<file path="config.mk">
export PLATFORM = sky130hd
export DESIGN_NAME = opcode_decoder
export DESIGN_NICKNAME = d
export VERILOG_FILES = /design/src/rtl/decode_pkg.sv /design/src/rtl/addr_mode_decoder.sv /design/src/rtl/operation_decoder.sv /design/src/rtl/operand_route_decoder.sv /design/src/rtl/opcode_decoder.sv
export VERILOG_INCLUDE_DIRS = /design/src /design/src/rtl
export SDC_FILE = /design/constraint.sdc
export NUM_CORES = 1
export LEC_CHECK = 0
export ABC_AREA = 1
export BUFFER_PORTS_ARGS = -buffer_cell sky130_fd_sc_hd__buf_2
export CORE_ASPECT_RATIO = 0.7
export CORE_MARGIN = 8
export CORE_UTILIZATION = 45
export DETAILED_ROUTE_END_ITERATION = 16
export PLACE_DENSITY = 0.66
export SLEW_MARGIN = 20
export SYNTH_ARGS = -nofsm -noshare
export SYNTH_HDL_FRONTEND = slang
export SYNTH_HIERARCHICAL = 1
export SYNTH_SLANG_ARGS = --single-unit
</file>
<file path="constraint.sdc">
create_clock -name vclk -period 1.6
set_input_delay 0.08 -clock vclk [all_inputs]
set_output_delay 0.08 -clock vclk [all_outputs]
set_load 0.05 [all_outputs]
</file>
<file path="src/rtl/decode_params.svh">
`ifndef DECODE_PARAMS_SVH
`define DECODE_PARAMS_SVH

// Opcode byte
`define OPCODE_W        8

// ALU operation code
`define ALU_OP_W        5

// Addressing mode code
`define ADDR_MODE_W     4

// Instruction length in bytes, 1 to 3
`define INSTR_SIZE_W    2

`define INSTR_TYPE_W    8   // Instruction class
`define REG_DEST_W      3   // Destination register

`endif

</file>
<file path="src/rtl/decode_pkg.sv">
package decode_pkg;

`include "decode_params.svh"

        // Same byte seen as a table key and as the aaa/bbb/cc opcode groups
        typedef union packed {
                logic [`OPCODE_W-1:0] raw;
                struct packed {
                        logic [2:0] aaa;        // Operation within the group
                        logic [2:0] bbb;        // Addressing pattern
                        logic [1:0] cc;         // Opcode group
                } fields;
        } opcode_u;

        typedef enum logic [`ADDR_MODE_W-1:0] {
                AM_IMPL = 4'd0,                 // Implied or accumulator
                AM_IMM  = 4'd1,                 // Immediate, also branch offset
                AM_ZP   = 4'd2,
                AM_ABS  = 4'd3,
                AM_ZPX  = 4'd4,
                AM_ZPY  = 4'd5,
                AM_ABX  = 4'd6,
                AM_ABY  = 4'd7,
                AM_INDX = 4'd8,                 // (zp,X)
                AM_INDY = 4'd9                  // (zp),Y
        } addr_mode_e;

        typedef enum logic [`INSTR_TYPE_W-1:0] {
                I_LDA = 8'd0, I_STA, I_ADC, I_SBC, I_AND, I_JMP, I_INX, I_ORA,
                I_XOR, I_INC, I_ASL, I_LSR, I_ROL, I_ROR,
                I_BEQ, I_BNE, I_BCS, I_BCC, I_BMI, I_BPL, I_BVC, I_BVS,
                I_TA, I_TX, I_TY, I_TS,         // Transfers, by source register
                I_CMP, I_CPX, I_CPY,
                I_SET_CARRY, I_CLR_CARRY, I_SET_IRQ, I_CLR_IRQ,
                I_SET_DEC, I_CLR_DEC, I_CLR_OVF,
                I_BIT = 8'd36
        } instr_type_e;

        typedef enum logic [`ALU_OP_W-1:0] {
                ALU_PASS = 5'd0,
                ALU_ADD,
                ALU_SUB,                        // Also used by compares
                ALU_AND,                        // Also used by BIT
                ALU_OR,
                ALU_XOR,
                ALU_ASL,
                ALU_LSR,
                ALU_ROL,
                ALU_ROR,
                ALU_INC,
                ALU_DEC
        } alu_op_e;

        typedef enum logic [`REG_DEST_W-1:0] {
                DEST_NONE = 3'd0,
                DEST_A    = 3'd1,
                DEST_X    = 3'd2,
                DEST_Y    = 3'd3,
                DEST_MEM  = 3'd4,               // Read-modify-write result
                DEST_SP   = 3'd5,
                DEST_PS   = 3'd6                // Status flags only
        } reg_dest_e;

endpackage

</file>
<file path="src/rtl/addr_mode_decoder.sv">
`include "decode_params.svh"

module addr_mode_decoder (
        input  decode_pkg::opcode_u         opcode,
        output decode_pkg::addr_mode_e      addr_mode,
        output logic [`INSTR_SIZE_W-1:0]    instr_size
);

        import decode_pkg::*;

        logic       known;              // Opcode is in the table
        addr_mode_e pattern_mode;       // Mode from bbb/cc alone

        always_comb begin
                case (opcode.raw)
                8'h05, 8'h06, 8'h09, 8'h0A, 8'h0E, 8'h10, 8'h16, 8'h18, 8'h1E,
                8'h21, 8'h24, 8'h25, 8'h29, 8'h2A, 8'h2C, 8'h2D, 8'h30, 8'h31,
                8'h35, 8'h38, 8'h39, 8'h3D,
                8'h45, 8'h46, 8'h49, 8'h4A, 8'h4C, 8'h4E, 8'h50, 8'h56, 8'h58,
                8'h5E,
                8'h61, 8'h65, 8'h69, 8'h6A, 8'h6D, 8'h70, 8'h71, 8'h75, 8'h78,
                8'h79, 8'h7D,
                8'h81, 8'h84, 8'h85, 8'h86, 8'h88, 8'h8A, 8'h8C, 8'h8D, 8'h8E,
                8'h90, 8'h91, 8'h94, 8'h95, 8'h96, 8'h98, 8'h99, 8'h9A, 8'h9D,
                8'hA0, 8'hA1, 8'hA2, 8'hA4, 8'hA5, 8'hA6, 8'hA8, 8'hA9, 8'hAA,
                8'hAC, 8'hAD, 8'hAE, 8'hB0, 8'hB1, 8'hB4, 8'hB5, 8'hB6, 8'hB8,
                8'hB9, 8'hBA, 8'hBC, 8'hBD, 8'hBE,
                8'hC0, 8'hC4, 8'hC5, 8'hC6, 8'hC8, 8'hC9, 8'hCA, 8'hD0, 8'hD8,
                8'hE0, 8'hE4, 8'hE6, 8'hE8, 8'hE9, 8'hEA, 8'hF0, 8'hF8:
                        known = 1'b1;
                default:
                        known = 1'b0;
                endcase
        end

        // Regular layout of the two opcode groups
        always_comb begin
                if (opcode.fields.cc == 2'b01) begin
                        case (opcode.fields.bbb)
                        3'd0:    pattern_mode = AM_INDX;
                        3'd1:    pattern_mode = AM_ZP;
                        3'd2:    pattern_mode = AM_IMM;
                        3'd3:    pattern_mode = AM_ABS;
                        3'd4:    pattern_mode = AM_INDY;
                        3'd5:    pattern_mode = AM_ZPX;
                        3'd6:    pattern_mode = AM_ABY;
                        default: pattern_mode = AM_ABX;
                        endcase
                end else begin
                        case (opcode.fields.bbb)
                        3'd0:    pattern_mode = AM_IMM;
                        3'd1:    pattern_mode = AM_ZP;
                        3'd3:    pattern_mode = AM_ABS;
                        3'd5:    pattern_mode = AM_ZPX;
                        3'd7:    pattern_mode = AM_ABX;
                        default: pattern_mode = AM_IMPL;
                        endcase
                end
        end

        always_comb begin
                addr_mode = pattern_mode;
                if (opcode.fields.cc == 2'b00 && opcode.fields.bbb == 3'd4)
                        addr_mode = AM_IMM;             // Branches carry an offset byte
                if (opcode.fields.cc == 2'b10 && opcode.fields.aaa inside {3'd4, 3'd5}) begin
                        // STX and LDX index with Y instead of X
                        if (opcode.fields.bbb == 3'd5)
                                addr_mode = AM_ZPY;
                        else if (opcode.fields.bbb == 3'd7)
                                addr_mode = AM_ABY;
                end
                if (opcode.raw == 8'h4C)
                        addr_mode = AM_ABS;             // JMP absolute
                if (opcode.fields.bbb inside {3'd2, 3'd6} && opcode.fields.cc != 2'b01)
                        addr_mode = AM_IMPL;            // Accumulator, flag and transfer ops
                if (!known)
                        addr_mode = AM_IMPL;
        end

        always_comb begin
                case (addr_mode)
                AM_IMPL:                instr_size = 2'd1;
                AM_ABS, AM_ABX, AM_ABY: instr_size = 2'd3;  // Two address bytes
                default:                instr_size = 2'd2;
                endcase
        end

endmodule

</file>
<file path="src/rtl/operation_decoder.sv">
module operation_decoder (
        input  decode_pkg::opcode_u         opcode,
        output decode_pkg::instr_type_e     instr_type,
        output decode_pkg::alu_op_e         alu_op,
        output logic                        use_alu
);

        import decode_pkg::*;

        always_comb begin
                instr_type = I_LDA;
                alu_op     = ALU_PASS;
                case (opcode.raw)
                // LDA, LDX, LDY
                8'hA9, 8'hA5, 8'hB5, 8'hAD, 8'hBD, 8'hB9, 8'hA1, 8'hB1,
                8'hA2, 8'hA6, 8'hB6, 8'hAE, 8'hBE,
                8'hA0, 8'hA4, 8'hB4, 8'hAC, 8'hBC: begin
                        instr_type = I_LDA;
                        alu_op     = ALU_PASS;
                end
                // STA, STX, STY
                8'h85, 8'h95, 8'h8D, 8'h9D, 8'h99, 8'h81, 8'h91,
                8'h86, 8'h96, 8'h8E,
                8'h84, 8'h94, 8'h8C: begin
                        instr_type = I_STA;
                end
                8'h69, 8'h65, 8'h75, 8'h6D, 8'h7D, 8'h79, 8'h61, 8'h71: begin
                        instr_type = I_ADC;
                        alu_op     = ALU_ADD;
                end
                8'hE9: begin
                        instr_type = I_SBC;
                        alu_op     = ALU_SUB;
                end
                8'h29, 8'h25, 8'h35, 8'h2D, 8'h3D, 8'h39, 8'h21, 8'h31: begin
                        instr_type = I_AND;
                        alu_op     = ALU_AND;
                end
                8'h09, 8'h05: begin
                        instr_type = I_ORA;
                        alu_op     = ALU_OR;
                end
                8'h49, 8'h45: begin
                        instr_type = I_XOR;
                        alu_op     = ALU_XOR;
                end
                8'h24, 8'h2C: begin
                        instr_type = I_BIT;
                        alu_op     = ALU_AND;           // Flags from A and M
                end
                8'hC9, 8'hC5: begin
                        instr_type = I_CMP;
                        alu_op     = ALU_SUB;
                end
                8'hE0, 8'hE4: begin
                        instr_type = I_CPX;
                        alu_op     = ALU_SUB;
                end
                8'hC0, 8'hC4: begin
                        instr_type = I_CPY;
                        alu_op     = ALU_SUB;
                end
                8'h0A, 8'h06, 8'h16, 8'h0E, 8'h1E: begin
                        instr_type = I_ASL;
                        alu_op     = ALU_ASL;
                end
                8'h4A, 8'h46, 8'h56, 8'h4E, 8'h5E: begin
                        instr_type = I_LSR;
                        alu_op     = ALU_LSR;
                end
                8'h2A: begin
                        instr_type = I_ROL;
                        alu_op     = ALU_ROL;
                end
                8'h6A: begin
                        instr_type = I_ROR;
                        alu_op     = ALU_ROR;
                end
                8'hE6: begin
                        instr_type = I_INC;
                        alu_op     = ALU_INC;
                end
                8'hC6: begin
                        instr_type = I_INC;             // DEC shares the INC class
                        alu_op     = ALU_DEC;
                end
                8'hE8, 8'hC8: begin                     // INX, INY
                        instr_type = I_INX;
                        alu_op     = ALU_INC;
                end
                8'hCA, 8'h88: begin                     // DEX, DEY
                        instr_type = I_INX;
                        alu_op     = ALU_DEC;
                end
                8'hA8, 8'hAA: instr_type = I_TA;        // TAY, TAX
                8'h9A, 8'h8A: instr_type = I_TX;        // TXS, TXA
                8'h98:        instr_type = I_TY;
                8'hBA:        instr_type = I_TS;
                8'h38:        instr_type = I_SET_CARRY;
                8'h18:        instr_type = I_CLR_CARRY;
                8'h78:        instr_type = I_SET_IRQ;
                8'h58:        instr_type = I_CLR_IRQ;
                8'hF8:        instr_type = I_SET_DEC;
                8'hD8:        instr_type = I_CLR_DEC;
                8'hB8:        instr_type = I_CLR_OVF;
                8'h4C:        instr_type = I_JMP;
                8'hF0:        instr_type = I_BEQ;
                8'hD0:        instr_type = I_BNE;
                8'hB0:        instr_type = I_BCS;
                8'h90:        instr_type = I_BCC;
                8'h30:        instr_type = I_BMI;
                8'h10:        instr_type = I_BPL;
                8'h50:        instr_type = I_BVC;
                8'h70:        instr_type = I_BVS;
                default: begin
                        // NOP and undefined opcodes
                        instr_type = I_LDA;
                        alu_op     = ALU_PASS;
                end
                endcase
        end

        // Transfers pass the value through the ALU unchanged
        assign use_alu = (alu_op != ALU_PASS) ||
                         (instr_type inside {I_TA, I_TX, I_TY, I_TS});

endmodule

</file>
<file path="src/rtl/operand_route_decoder.sv">
module operand_route_decoder (
        input  decode_pkg::opcode_u         opcode,
        input  decode_pkg::addr_mode_e      addr_mode,
        output decode_pkg::reg_dest_e       reg_dest,
        output logic                        mem_read,
        output logic                        mem_write
);

        import decode_pkg::*;

        logic operand_rd;       // Instruction consumes an operand value
        logic operand_wr;       // Result or register goes to memory

        always_comb begin
                reg_dest   = DEST_NONE;
                operand_rd = 1'b0;
                operand_wr = 1'b0;
                case (opcode.raw)
                // Loads into A, then ADC/SBC/AND/ORA/XOR
                8'hA9, 8'hA5, 8'hB5, 8'hAD, 8'hBD, 8'hB9, 8'hA1, 8'hB1,
                8'h69, 8'h65, 8'h75, 8'h6D, 8'h7D, 8'h79, 8'h61, 8'h71,
                8'hE9, 8'h29, 8'h25, 8'h35, 8'h2D, 8'h3D, 8'h39, 8'h21, 8'h31,
                8'h09, 8'h05, 8'h49, 8'h45: begin
                        reg_dest   = DEST_A;
                        operand_rd = 1'b1;
                end
                8'hA2, 8'hA6, 8'hB6, 8'hAE, 8'hBE: begin
                        reg_dest   = DEST_X;
                        operand_rd = 1'b1;
                end
                8'hA0, 8'hA4, 8'hB4, 8'hAC, 8'hBC: begin
                        reg_dest   = DEST_Y;
                        operand_rd = 1'b1;
                end
                // Stores report the register they take data from
                8'h85, 8'h95, 8'h8D, 8'h9D, 8'h99, 8'h81, 8'h91: begin
                        reg_dest   = DEST_A;
                        operand_wr = 1'b1;
                end
                8'h86, 8'h96, 8'h8E: begin
                        reg_dest   = DEST_X;
                        operand_wr = 1'b1;
                end
                8'h84, 8'h94, 8'h8C: begin
                        reg_dest   = DEST_Y;
                        operand_wr = 1'b1;
                end
                8'hC9, 8'hC5, 8'hE0, 8'hE4, 8'hC0, 8'hC4, 8'h24, 8'h2C: begin
                        reg_dest   = DEST_PS;           // Compares and BIT
                        operand_rd = 1'b1;
                end
                // Memory shifts, INC and DEC
                8'h06, 8'h16, 8'h0E, 8'h1E, 8'h46, 8'h56, 8'h4E, 8'h5E,
                8'hE6, 8'hC6: begin
                        reg_dest   = DEST_MEM;
                        operand_rd = 1'b1;
                        operand_wr = 1'b1;
                end
                8'h38, 8'h18, 8'h78, 8'h58, 8'hF8, 8'hD8, 8'hB8:
                        reg_dest = DEST_PS;
                8'h0A, 8'h4A, 8'h2A, 8'h6A, 8'h8A, 8'h98:
                        reg_dest = DEST_A;              // Accumulator shifts, TXA, TYA
                8'hE8, 8'hCA, 8'hAA, 8'hBA:
                        reg_dest = DEST_X;
                8'hC8, 8'h88, 8'hA8:
                        reg_dest = DEST_Y;
                8'h9A:
                        reg_dest = DEST_SP;
                default:
                        reg_dest = DEST_NONE;           // JMP, branches, NOP
                endcase
        end

        // Immediate operand comes from the instruction stream
        assign mem_read  = operand_rd && !(addr_mode inside {AM_IMM, AM_IMPL});
        assign mem_write = operand_wr;

endmodule

</file>
<file path="src/rtl/opcode_decoder.sv">
`include "decode_params.svh"

module opcode_decoder (
        input  decode_pkg::opcode_u         opcode,
        output decode_pkg::alu_op_e         alu_op,
        output logic                        use_alu,
        output logic                        mem_read,
        output logic                        mem_write,
        output decode_pkg::addr_mode_e      addr_mode,
        output logic [`INSTR_SIZE_W-1:0]    instr_size,
        output decode_pkg::instr_type_e     instr_type,
        output decode_pkg::reg_dest_e       reg_dest
);

        // Mode also gates the memory read in the routing decoder
        addr_mode_decoder u_addr_mode (
                .opcode         (opcode),
                .addr_mode      (addr_mode),
                .instr_size     (instr_size)
        );

        operation_decoder u_operation (
                .opcode         (opcode),
                .instr_type     (instr_type),
                .alu_op         (alu_op),
                .use_alu        (use_alu)
        );

        operand_route_decoder u_route (
                .opcode         (opcode),
                .addr_mode      (addr_mode),
                .reg_dest       (reg_dest),
                .mem_read       (mem_read),
                .mem_write      (mem_write)
        );

endmodule

</file>
* Word level (Yosys, flattened, before mapping)
Memories as Yosys holds them, arrays and structs flattened.
Cells that the tools add are included.
W data, S select, Z words.
** Storage, ports and cells
- Bits in registers :: 0
- Bits in read-only memories :: 256
- Input bits :: 8
- Output and inout bits :: 25
- Logic and storage cells :: 178
- Memories kept :: 1
** Memories
- (no name shown) :: depth 256, width 1, rd ports 1, clocked after memory_dff 0, write ports 0, RTL line addr_mode_decoder.sv:15 : case (opcode.raw)
** Cells by class
- Equality and inequality tests :: 120
- Multiplexer cells :: 16
- Reduce and logical (&&, ||, !) cells :: 41
** Operators by type and width (number)
- $eq A8 B8 Y1 const B :: 57
- $pmux W6 S36 :: 1
- $eq A8 B7 Y1 const B :: 21
- $eq A8 B6 Y1 const B :: 13
- $reduce_or A57 Y1 :: 1
- $pmux W4 S11 :: 1
- $reduce_or A42 Y1 :: 1
- $eq A8 B5 Y1 const B :: 4
- $mux W4 :: 8
- $pmux W4 S7 :: 1
- $eq A6 B5 Y1 const B :: 4
- $eq A8 B4 Y1 const B :: 3
- $reduce_or A23 Y1 :: 1
- $reduce_or A10 Y1 :: 2
- $eq A3 B3 Y1 const B :: 6
- $pmux W3 S6 :: 1
- $reduce_or A2 Y1 :: 9
- $eq A8 B3 Y1 const B :: 2
- $reduce_or A8 Y1 :: 2
- $pmux W3 S5 :: 1
- $reduce_or A15 Y1 :: 1
- $reduce_or A13 Y1 :: 1
- $reduce_or A12 Y1 :: 1
- $reduce_or A11 Y1 :: 1
- other kinds (23) :: 34

* Logic depth before layout (Yosys ltp)
- Depth after elaboration :: 14
- Mapped depth :: 14
- Depth with buffers taken out :: 14

* By module
The synthesis kept the hierarchy.
** Modules (own cells, without submodules)
- operation_decoder :: instances 1, cells an instance 192, area an instance 849.6 um^2, sequential area each 0.0 um^2
- operand_route_decoder :: instances 1, cells an instance 177, area an instance 779.5 um^2, sequential area each 0.0 um^2
- addr_mode_decoder :: instances 1, cells an instance 112, area an instance 603.1 um^2, sequential area each 0.0 um^2

* Least setup slack after synthesis
OpenSTA, ideal clock, no wires.
- Path type :: in2out
- From :: in opcode[1] in the netlist's numbering
- To :: out mem_read
- Data arrival time :: 2918 ps
- Required time :: 1520 ps
- Slack :: -1398 ps
- Stages :: 11
- Path buffers :: 0
- Cells stage by stage :: inv_1 ha_1 inv_1 o21ai_1 nand2_1 nand3b_1 nand2_2 nand2_2 nor3_1 nor3_1 nor2_1
** Between the ends
- Cells in the longest elaborated chain, start to end :: 13
- Elaborated cells between the ends (all ways) :: 81
- Those cells by class :: 62 x eq/ne; 9 x mux; 9 x reduce/logical; 1 x memory
** Ends and longest elaborated chain
- start, declared :: RTL line opcode_decoder.sv:4 : input decode_pkg::opcode_u opcode,
- $eq A2 B1 Y1 / $logic_not A2 Y1 (equally long branches) :: RTL line addr_mode_decoder.sv:38, addr_mode_decoder.sv:63
- $mux W4 / $logic_and A1 B1 Y1 (equally long branches) :: RTL line addr_mode_decoder.sv:38, addr_mode_decoder.sv:63
- $mux W4 :: RTL line addr_mode_decoder.sv:63 : if (opcode.fields.cc == 2'b00 && opcode.fields.bbb == 3'd4)
- $mux W4 :: RTL line addr_mode_decoder.sv:69 : else if (opcode.fields.bbb == 3'd7)
- $mux W4 :: RTL line addr_mode_decoder.sv:67 : if (opcode.fields.bbb == 3'd5)
- $mux W4 :: RTL line addr_mode_decoder.sv:65 : if (opcode.fields.cc == 2'b10 && opcode.fields.aaa inside {3'd4, 3'd5}) begin
- $mux W4 :: RTL line addr_mode_decoder.sv:72 : if (opcode.raw == 8'h4C)
- $mux W4 :: RTL line addr_mode_decoder.sv:74 : if (opcode.fields.bbb inside {3'd2, 3'd6} && opcode.fields.cc != 2'b01)
- $mux W4 (*) :: RTL line addr_mode_decoder.sv:76 : if (!known)
- net addr_mode[1] :: RTL line opcode_decoder.sv:9 : output decode_pkg::addr_mode_e addr_mode,
- $eq A4 B1 Y1 / $logic_not A4 Y1 (equally long branches) :: RTL line operand_route_decoder.sv:75 : assign mem_read = operand_rd && !(addr_mode inside {AM_IMM, AM_IMPL});
- $reduce_bool A2 Y1 (*) :: RTL line operand_route_decoder.sv:75
- $logic_not A1 Y1 (*) :: RTL line operand_route_decoder.sv:75
- $logic_and A1 B1 Y1 (*) :: RTL line operand_route_decoder.sv:75
- end, declared :: RTL line opcode_decoder.sv:7 : output logic mem_read,
The timed path passes the listed nets; every way through them passes the cells marked *.

* Worst setup path after layout
- From :: in opcode[1] in the netlist's numbering
- To :: out mem_read
** Between the ends
- Cells in the longest elaborated chain, start to end :: 13
- Elaborated cells between the ends (all ways) :: 81
- Those cells by class :: 62 x eq/ne; 9 x mux; 9 x reduce/logical; 1 x memory
** Ends and longest elaborated chain (RTL line)
- $eq A2 B1 Y1 / $logic_not A2 Y1 (equally long branches) :: addr_mode_decoder.sv:38, addr_mode_decoder.sv:63
- $mux W4 / $logic_and A1 B1 Y1 (equally long branches) :: addr_mode_decoder.sv:38, addr_mode_decoder.sv:63
- $mux W4 :: addr_mode_decoder.sv:63
- $mux W4 :: addr_mode_decoder.sv:69
- $mux W4 :: addr_mode_decoder.sv:67
- $mux W4 :: addr_mode_decoder.sv:65
- $mux W4 :: addr_mode_decoder.sv:72
- $mux W4 :: addr_mode_decoder.sv:74
- $mux W4 :: addr_mode_decoder.sv:76
- $eq A4 B1 Y1 / $logic_not A4 Y1 (equally long branches) :: operand_route_decoder.sv:75
- $reduce_bool A2 Y1 :: operand_route_decoder.sv:75
- $logic_not A1 Y1 :: operand_route_decoder.sv:75
- $logic_and A1 B1 Y1 (*) :: operand_route_decoder.sv:75
Mark *: on every way between the ends. The rest lies on a longest branch, timed or not.

==> run summary <==
The share of the Yosys chip area taken by registers is 0%. Worst hold slack: 0.8374 ns. The detail-routed via count per cell is 5.592, and the smallest setup slack after layout is -0.1411 ns. The critical path ends at mem_read. The number of instances in the synthesized netlist was 481.

Counting instances, the worst hold path has a depth of 6. The logs give 21 for the row count and 0 sq um for the area occupied by registers. Along the worst path, the maximum fanout reaches 5. The final critical path takes up 108.8% of the cycle. The height of the die is 74.93 um.

For the required time of the worst setup path, the log shows 1.52 ns. The min-delay analysis places its worst path in the category primary input to output port. The placement-stage cell area is 3347 sq um, and the cell area power density is 288.4 nW/um^2. The starting utilization of the core area was 46.68%; the number of max-capacitance violations reported was 0. Setup repair after global routing could not meet its margin everywhere. The average footprint of a synthesized cell is 4.641 sq um.

The kind of critical path was primary input to output port. After detailed routing, the average wire length per cell comes to 15.66 um. In this run the count of I/O pins placed on the die edge is 33. In the final layout, the share of cells above drive strength 1 is 44.39%.

Sequential cells placed in the final layout were counted as 0. The finished cells cover 3998 sq um. In this run, the number of DRC markers left after iteration 0 of detailed routing was 435. The die covers 7506 sq um. Critical path startpoint: opcode[1]. The run gives 0 as the remaining global-route overflow. The fraction of post-synthesis cell area in the top cell type by area was 25.73%. The logs give 3875 for the via count and 0 for the number of hold violations in the final report. After detailed routing, the number of remaining DRC violations is 0.

The maximum achievable frequency is 574.3 MHz. The worst setup path is launched from a primary input. Entering global routing, the biggest net connects 15 pins. The first-pass GRT wire length was 15.78 mm; the area taken by multi-input logic gates was 2291 sq um. The final layout net count came out at 638. Setup violations remaining at the end of the flow were counted as 11. The mapped netlist covers 2232 sq um. The tools report the capturing element type of the critical path as an output port.

The final reports fail on setup timing. The flow ran to the end, but the final reports show violations. Before antenna repair, the detailed router went through 5 iterations. After synthesis, the cell types taking the most area are sky130_fd_sc_hd__nand2_1 (26%), sky130_fd_sc_hd__nor2_1 (19%), sky130_fd_sc_hd__nand3_1 (9.6%), sky130_fd_sc_hd__inv_1 (8.2%), sky130_fd_sc_hd__o21ai_0 (2.9%).

Clock buffers in the final layout number 0. The number of buffers added on ports was 30; the number of global-route vias before repair was 3348. The shortest period the worst path allows works out to 1.741 ns.

The congestion estimate from routability-driven global placement came to 1.051. The final wirelength came out at 10.86 mm. IR analysis of the VDD net gives a maximum drop of 282.5 uV. Yosys printed 6 warnings.

0 antenna diodes ended up in the layout. In this run the horizontal extent of the chip is 100.2 um. The number of different library cells used by synthesis comes to 38.

Relative to the synthesized area, the layout overhead comes to 79.09%. Detailed placer's ending HPWL: 7.905 mm. In this run the remaining antenna-violating nets after routing total 0. The core region is 4782 sq um. In the global route stage, overall resource usage came out at 25.49%. The tools report the number of antenna violations at the first check in global routing as 0. Of all cell types, the one taking the most synthesized area is sky130_fd_sc_hd__nand2_1. In this run the static leakage power is 2.156 nW. The number of max-slew violations in the final report came out at 0. The fill cell total of the finished layout is 319.

Data on the critical path arrives at its endpoint at 1.66 ns.
[placed cells by master (no fill, tap or decap), drive strengths merged]
| master | synthesis | routed |
|---|---|---|
| nand4 | 5 | 5 |
| and2 | 3 | 3 |
| nor3 | 12 | 12 |
| a21boi | 1 | 1 |
| a21oi | 14 | 14 |
| clkbuf | 1 | 2 |
| ha | 4 | 4 |
| a31o | 1 | 1 |
| nor2 | 129 | 129 |
| o21bai | 1 | 1 |
| o21a | 2 | 2 |
| o211ai | 5 | 5 |
| conb | 1 | 3 |
| nand2 | 162 | 162 |
| inv | 56 | 56 |
| nand3 | 46 | 46 |
| o21ai | 18 | 18 |
| nand3b | 5 | 5 |
| o2111ai | 1 | 1 |
| buf | 9 | 149 |
| and3 | 2 | 2 |
| clkinv | 1 | 1 |
| nor4 | 1 | 1 |
| or2 | 1 | 1 |
[synthesized netlist by cell type]
cell and instances:
sky130_fd_sc_hd__o21ai_0 13, sky130_fd_sc_hd__nand3_1 43, sky130_fd_sc_hd__inv_2 6, sky130_fd_sc_hd__or2_0 1, sky130_fd_sc_hd__buf_2 1, sky130_fd_sc_hd__buf_6 4, sky130_fd_sc_hd__o211ai_1 5, sky130_fd_sc_hd__o2111ai_1 1
sky130_fd_sc_hd__conb_1 1, sky130_fd_sc_hd__nor2_1 115, sky130_fd_sc_hd__and3_1 2, sky130_fd_sc_hd__nand3b_1 5, sky130_fd_sc_hd__nor2_2 10, sky130_fd_sc_hd__nor2_4 4, sky130_fd_sc_hd__nor4_1 1, sky130_fd_sc_hd__clkbuf_8 1
sky130_fd_sc_hd__ha_1 4, sky130_fd_sc_hd__a21oi_1 12, sky130_fd_sc_hd__nor3_1 11, sky130_fd_sc_hd__buf_4 3, sky130_fd_sc_hd__nand2_1 153, sky130_fd_sc_hd__inv_1 49, sky130_fd_sc_hd__o21bai_1 1, sky130_fd_sc_hd__a31o_2 1
sky130_fd_sc_hd__buf_12 1, sky130_fd_sc_hd__clkinv_2 1, sky130_fd_sc_hd__nor3_2 1, sky130_fd_sc_hd__and2_1 2, sky130_fd_sc_hd__nand2_2 9, sky130_fd_sc_hd__and2_4 1, sky130_fd_sc_hd__o21a_1 2, sky130_fd_sc_hd__a21oi_2 2
sky130_fd_sc_hd__nand4_1 5, sky130_fd_sc_hd__a21boi_0 1, sky130_fd_sc_hd__inv_6 1, sky130_fd_sc_hd__o21ai_1 4, sky130_fd_sc_hd__o21ai_2 1, sky130_fd_sc_hd__nand3_2 3
[critical path: stages]
cell	delay, ns
sky130_fd_sc_hd__buf_12	0.12
sky130_fd_sc_hd__inv_12	0.05
sky130_fd_sc_hd__ha_4	0.13
sky130_fd_sc_hd__inv_2	0.05
sky130_fd_sc_hd__o21ai_1	0.16
sky130_fd_sc_hd__nand2_1	0.08
sky130_fd_sc_hd__nand3b_1	0.20
sky130_fd_sc_hd__nand2_2	0.14
sky130_fd_sc_hd__nand2_4	0.09
sky130_fd_sc_hd__nor3_4	0.24
sky130_fd_sc_hd__nor3_4	0.07
sky130_fd_sc_hd__nor2_4	0.08
sky130_fd_sc_hd__buf_6	0.16
[what timing repair did]
item / CTS / global route
cloned: 0 / 0
pin swaps: 7 / 41
setup endpoints to repair: 22 / 22
buffers inserted: 1 / 11
resized for setup: 38 / 148
hold buffers: 0 / 0
[how the worst min path moves through the flow]
stage / startpoint / endpoint / slack [ns]
4_1_cts: opcode[2] / addr_mode[0] / 0.80
5_1_grt: opcode[3] / addr_mode[3] / 0.86
3_5_place_dp: opcode[2] / addr_mode[0] / 0.90
6_report: opcode[3] / addr_mode[3] / 0.84
2_1_floorplan: opcode[7] / addr_mode[3] / 0.44
3_3_place_gp: opcode[4] / addr_mode[0] / 0.88
[report_power, final]
| group | total (mW) | switching, mW | internal, mW |
|---|---|---|---|
| Sequential | 0 | 0 | 0 |
| Combinational | 1.15 | 0.692 | 0.461 |
| Clock | 0 | 0 | 0 |
| Total | 1.15 | 0.692 | 0.461 |
[layer usage]
metal / vias to the layer above / track usage (%) / wire [um]
met5: - / 0 / 0
met4: 0 / 3.333 / 264
met3: 36 / 7.664 / 1551
met2: 286 / 37.92 / 4490
met1: 1746 / 35.70 / 4548
li1: 1807 / - / -
[stage by stage]
step	worst slack, ns	power [mW]	utilization, %	TNS (ns)	std cells
global placement	-0.2046	0.8970	69.99	-1.991	681
finish	-0.1411	1.153	83.60	-0.5434	693
global route	-0.1864	1.212	83.60	-1.514	693
CTS	-0.02981	0.9616	72.53	-0.02981	682
detailed placement	-0.2555	0.9063	69.99	-2.558	681
floorplan	-0.2076	0.5542	-	-0.2852	483
[cell type report]
| class | instances | area share [%] |
|---|---|---|
| inverter | 57 | 6.260 |
| timing repair buffer | 151 | 34.27 |
| tap | 69 | 2.160 |
| multi-input combinational | 416 | 57.31 |
[cells by family (layout without fill, tap and decap cells)]
| family | Yosys count | after routing | synth area share (%) |
|---|---|---|---|
| compound gates | 43 | 43 | 11.49 |
| fa+ha+maj | 4 | 4 | 2.242 |
| buf+inv | 67 | 208 | 14.63 |
| other cells | 1 | 3 | 0.1680 |
| simple gates | 366 | 366 | 71.47 |
No activity file was read; power rests on OpenSTA's default activity.
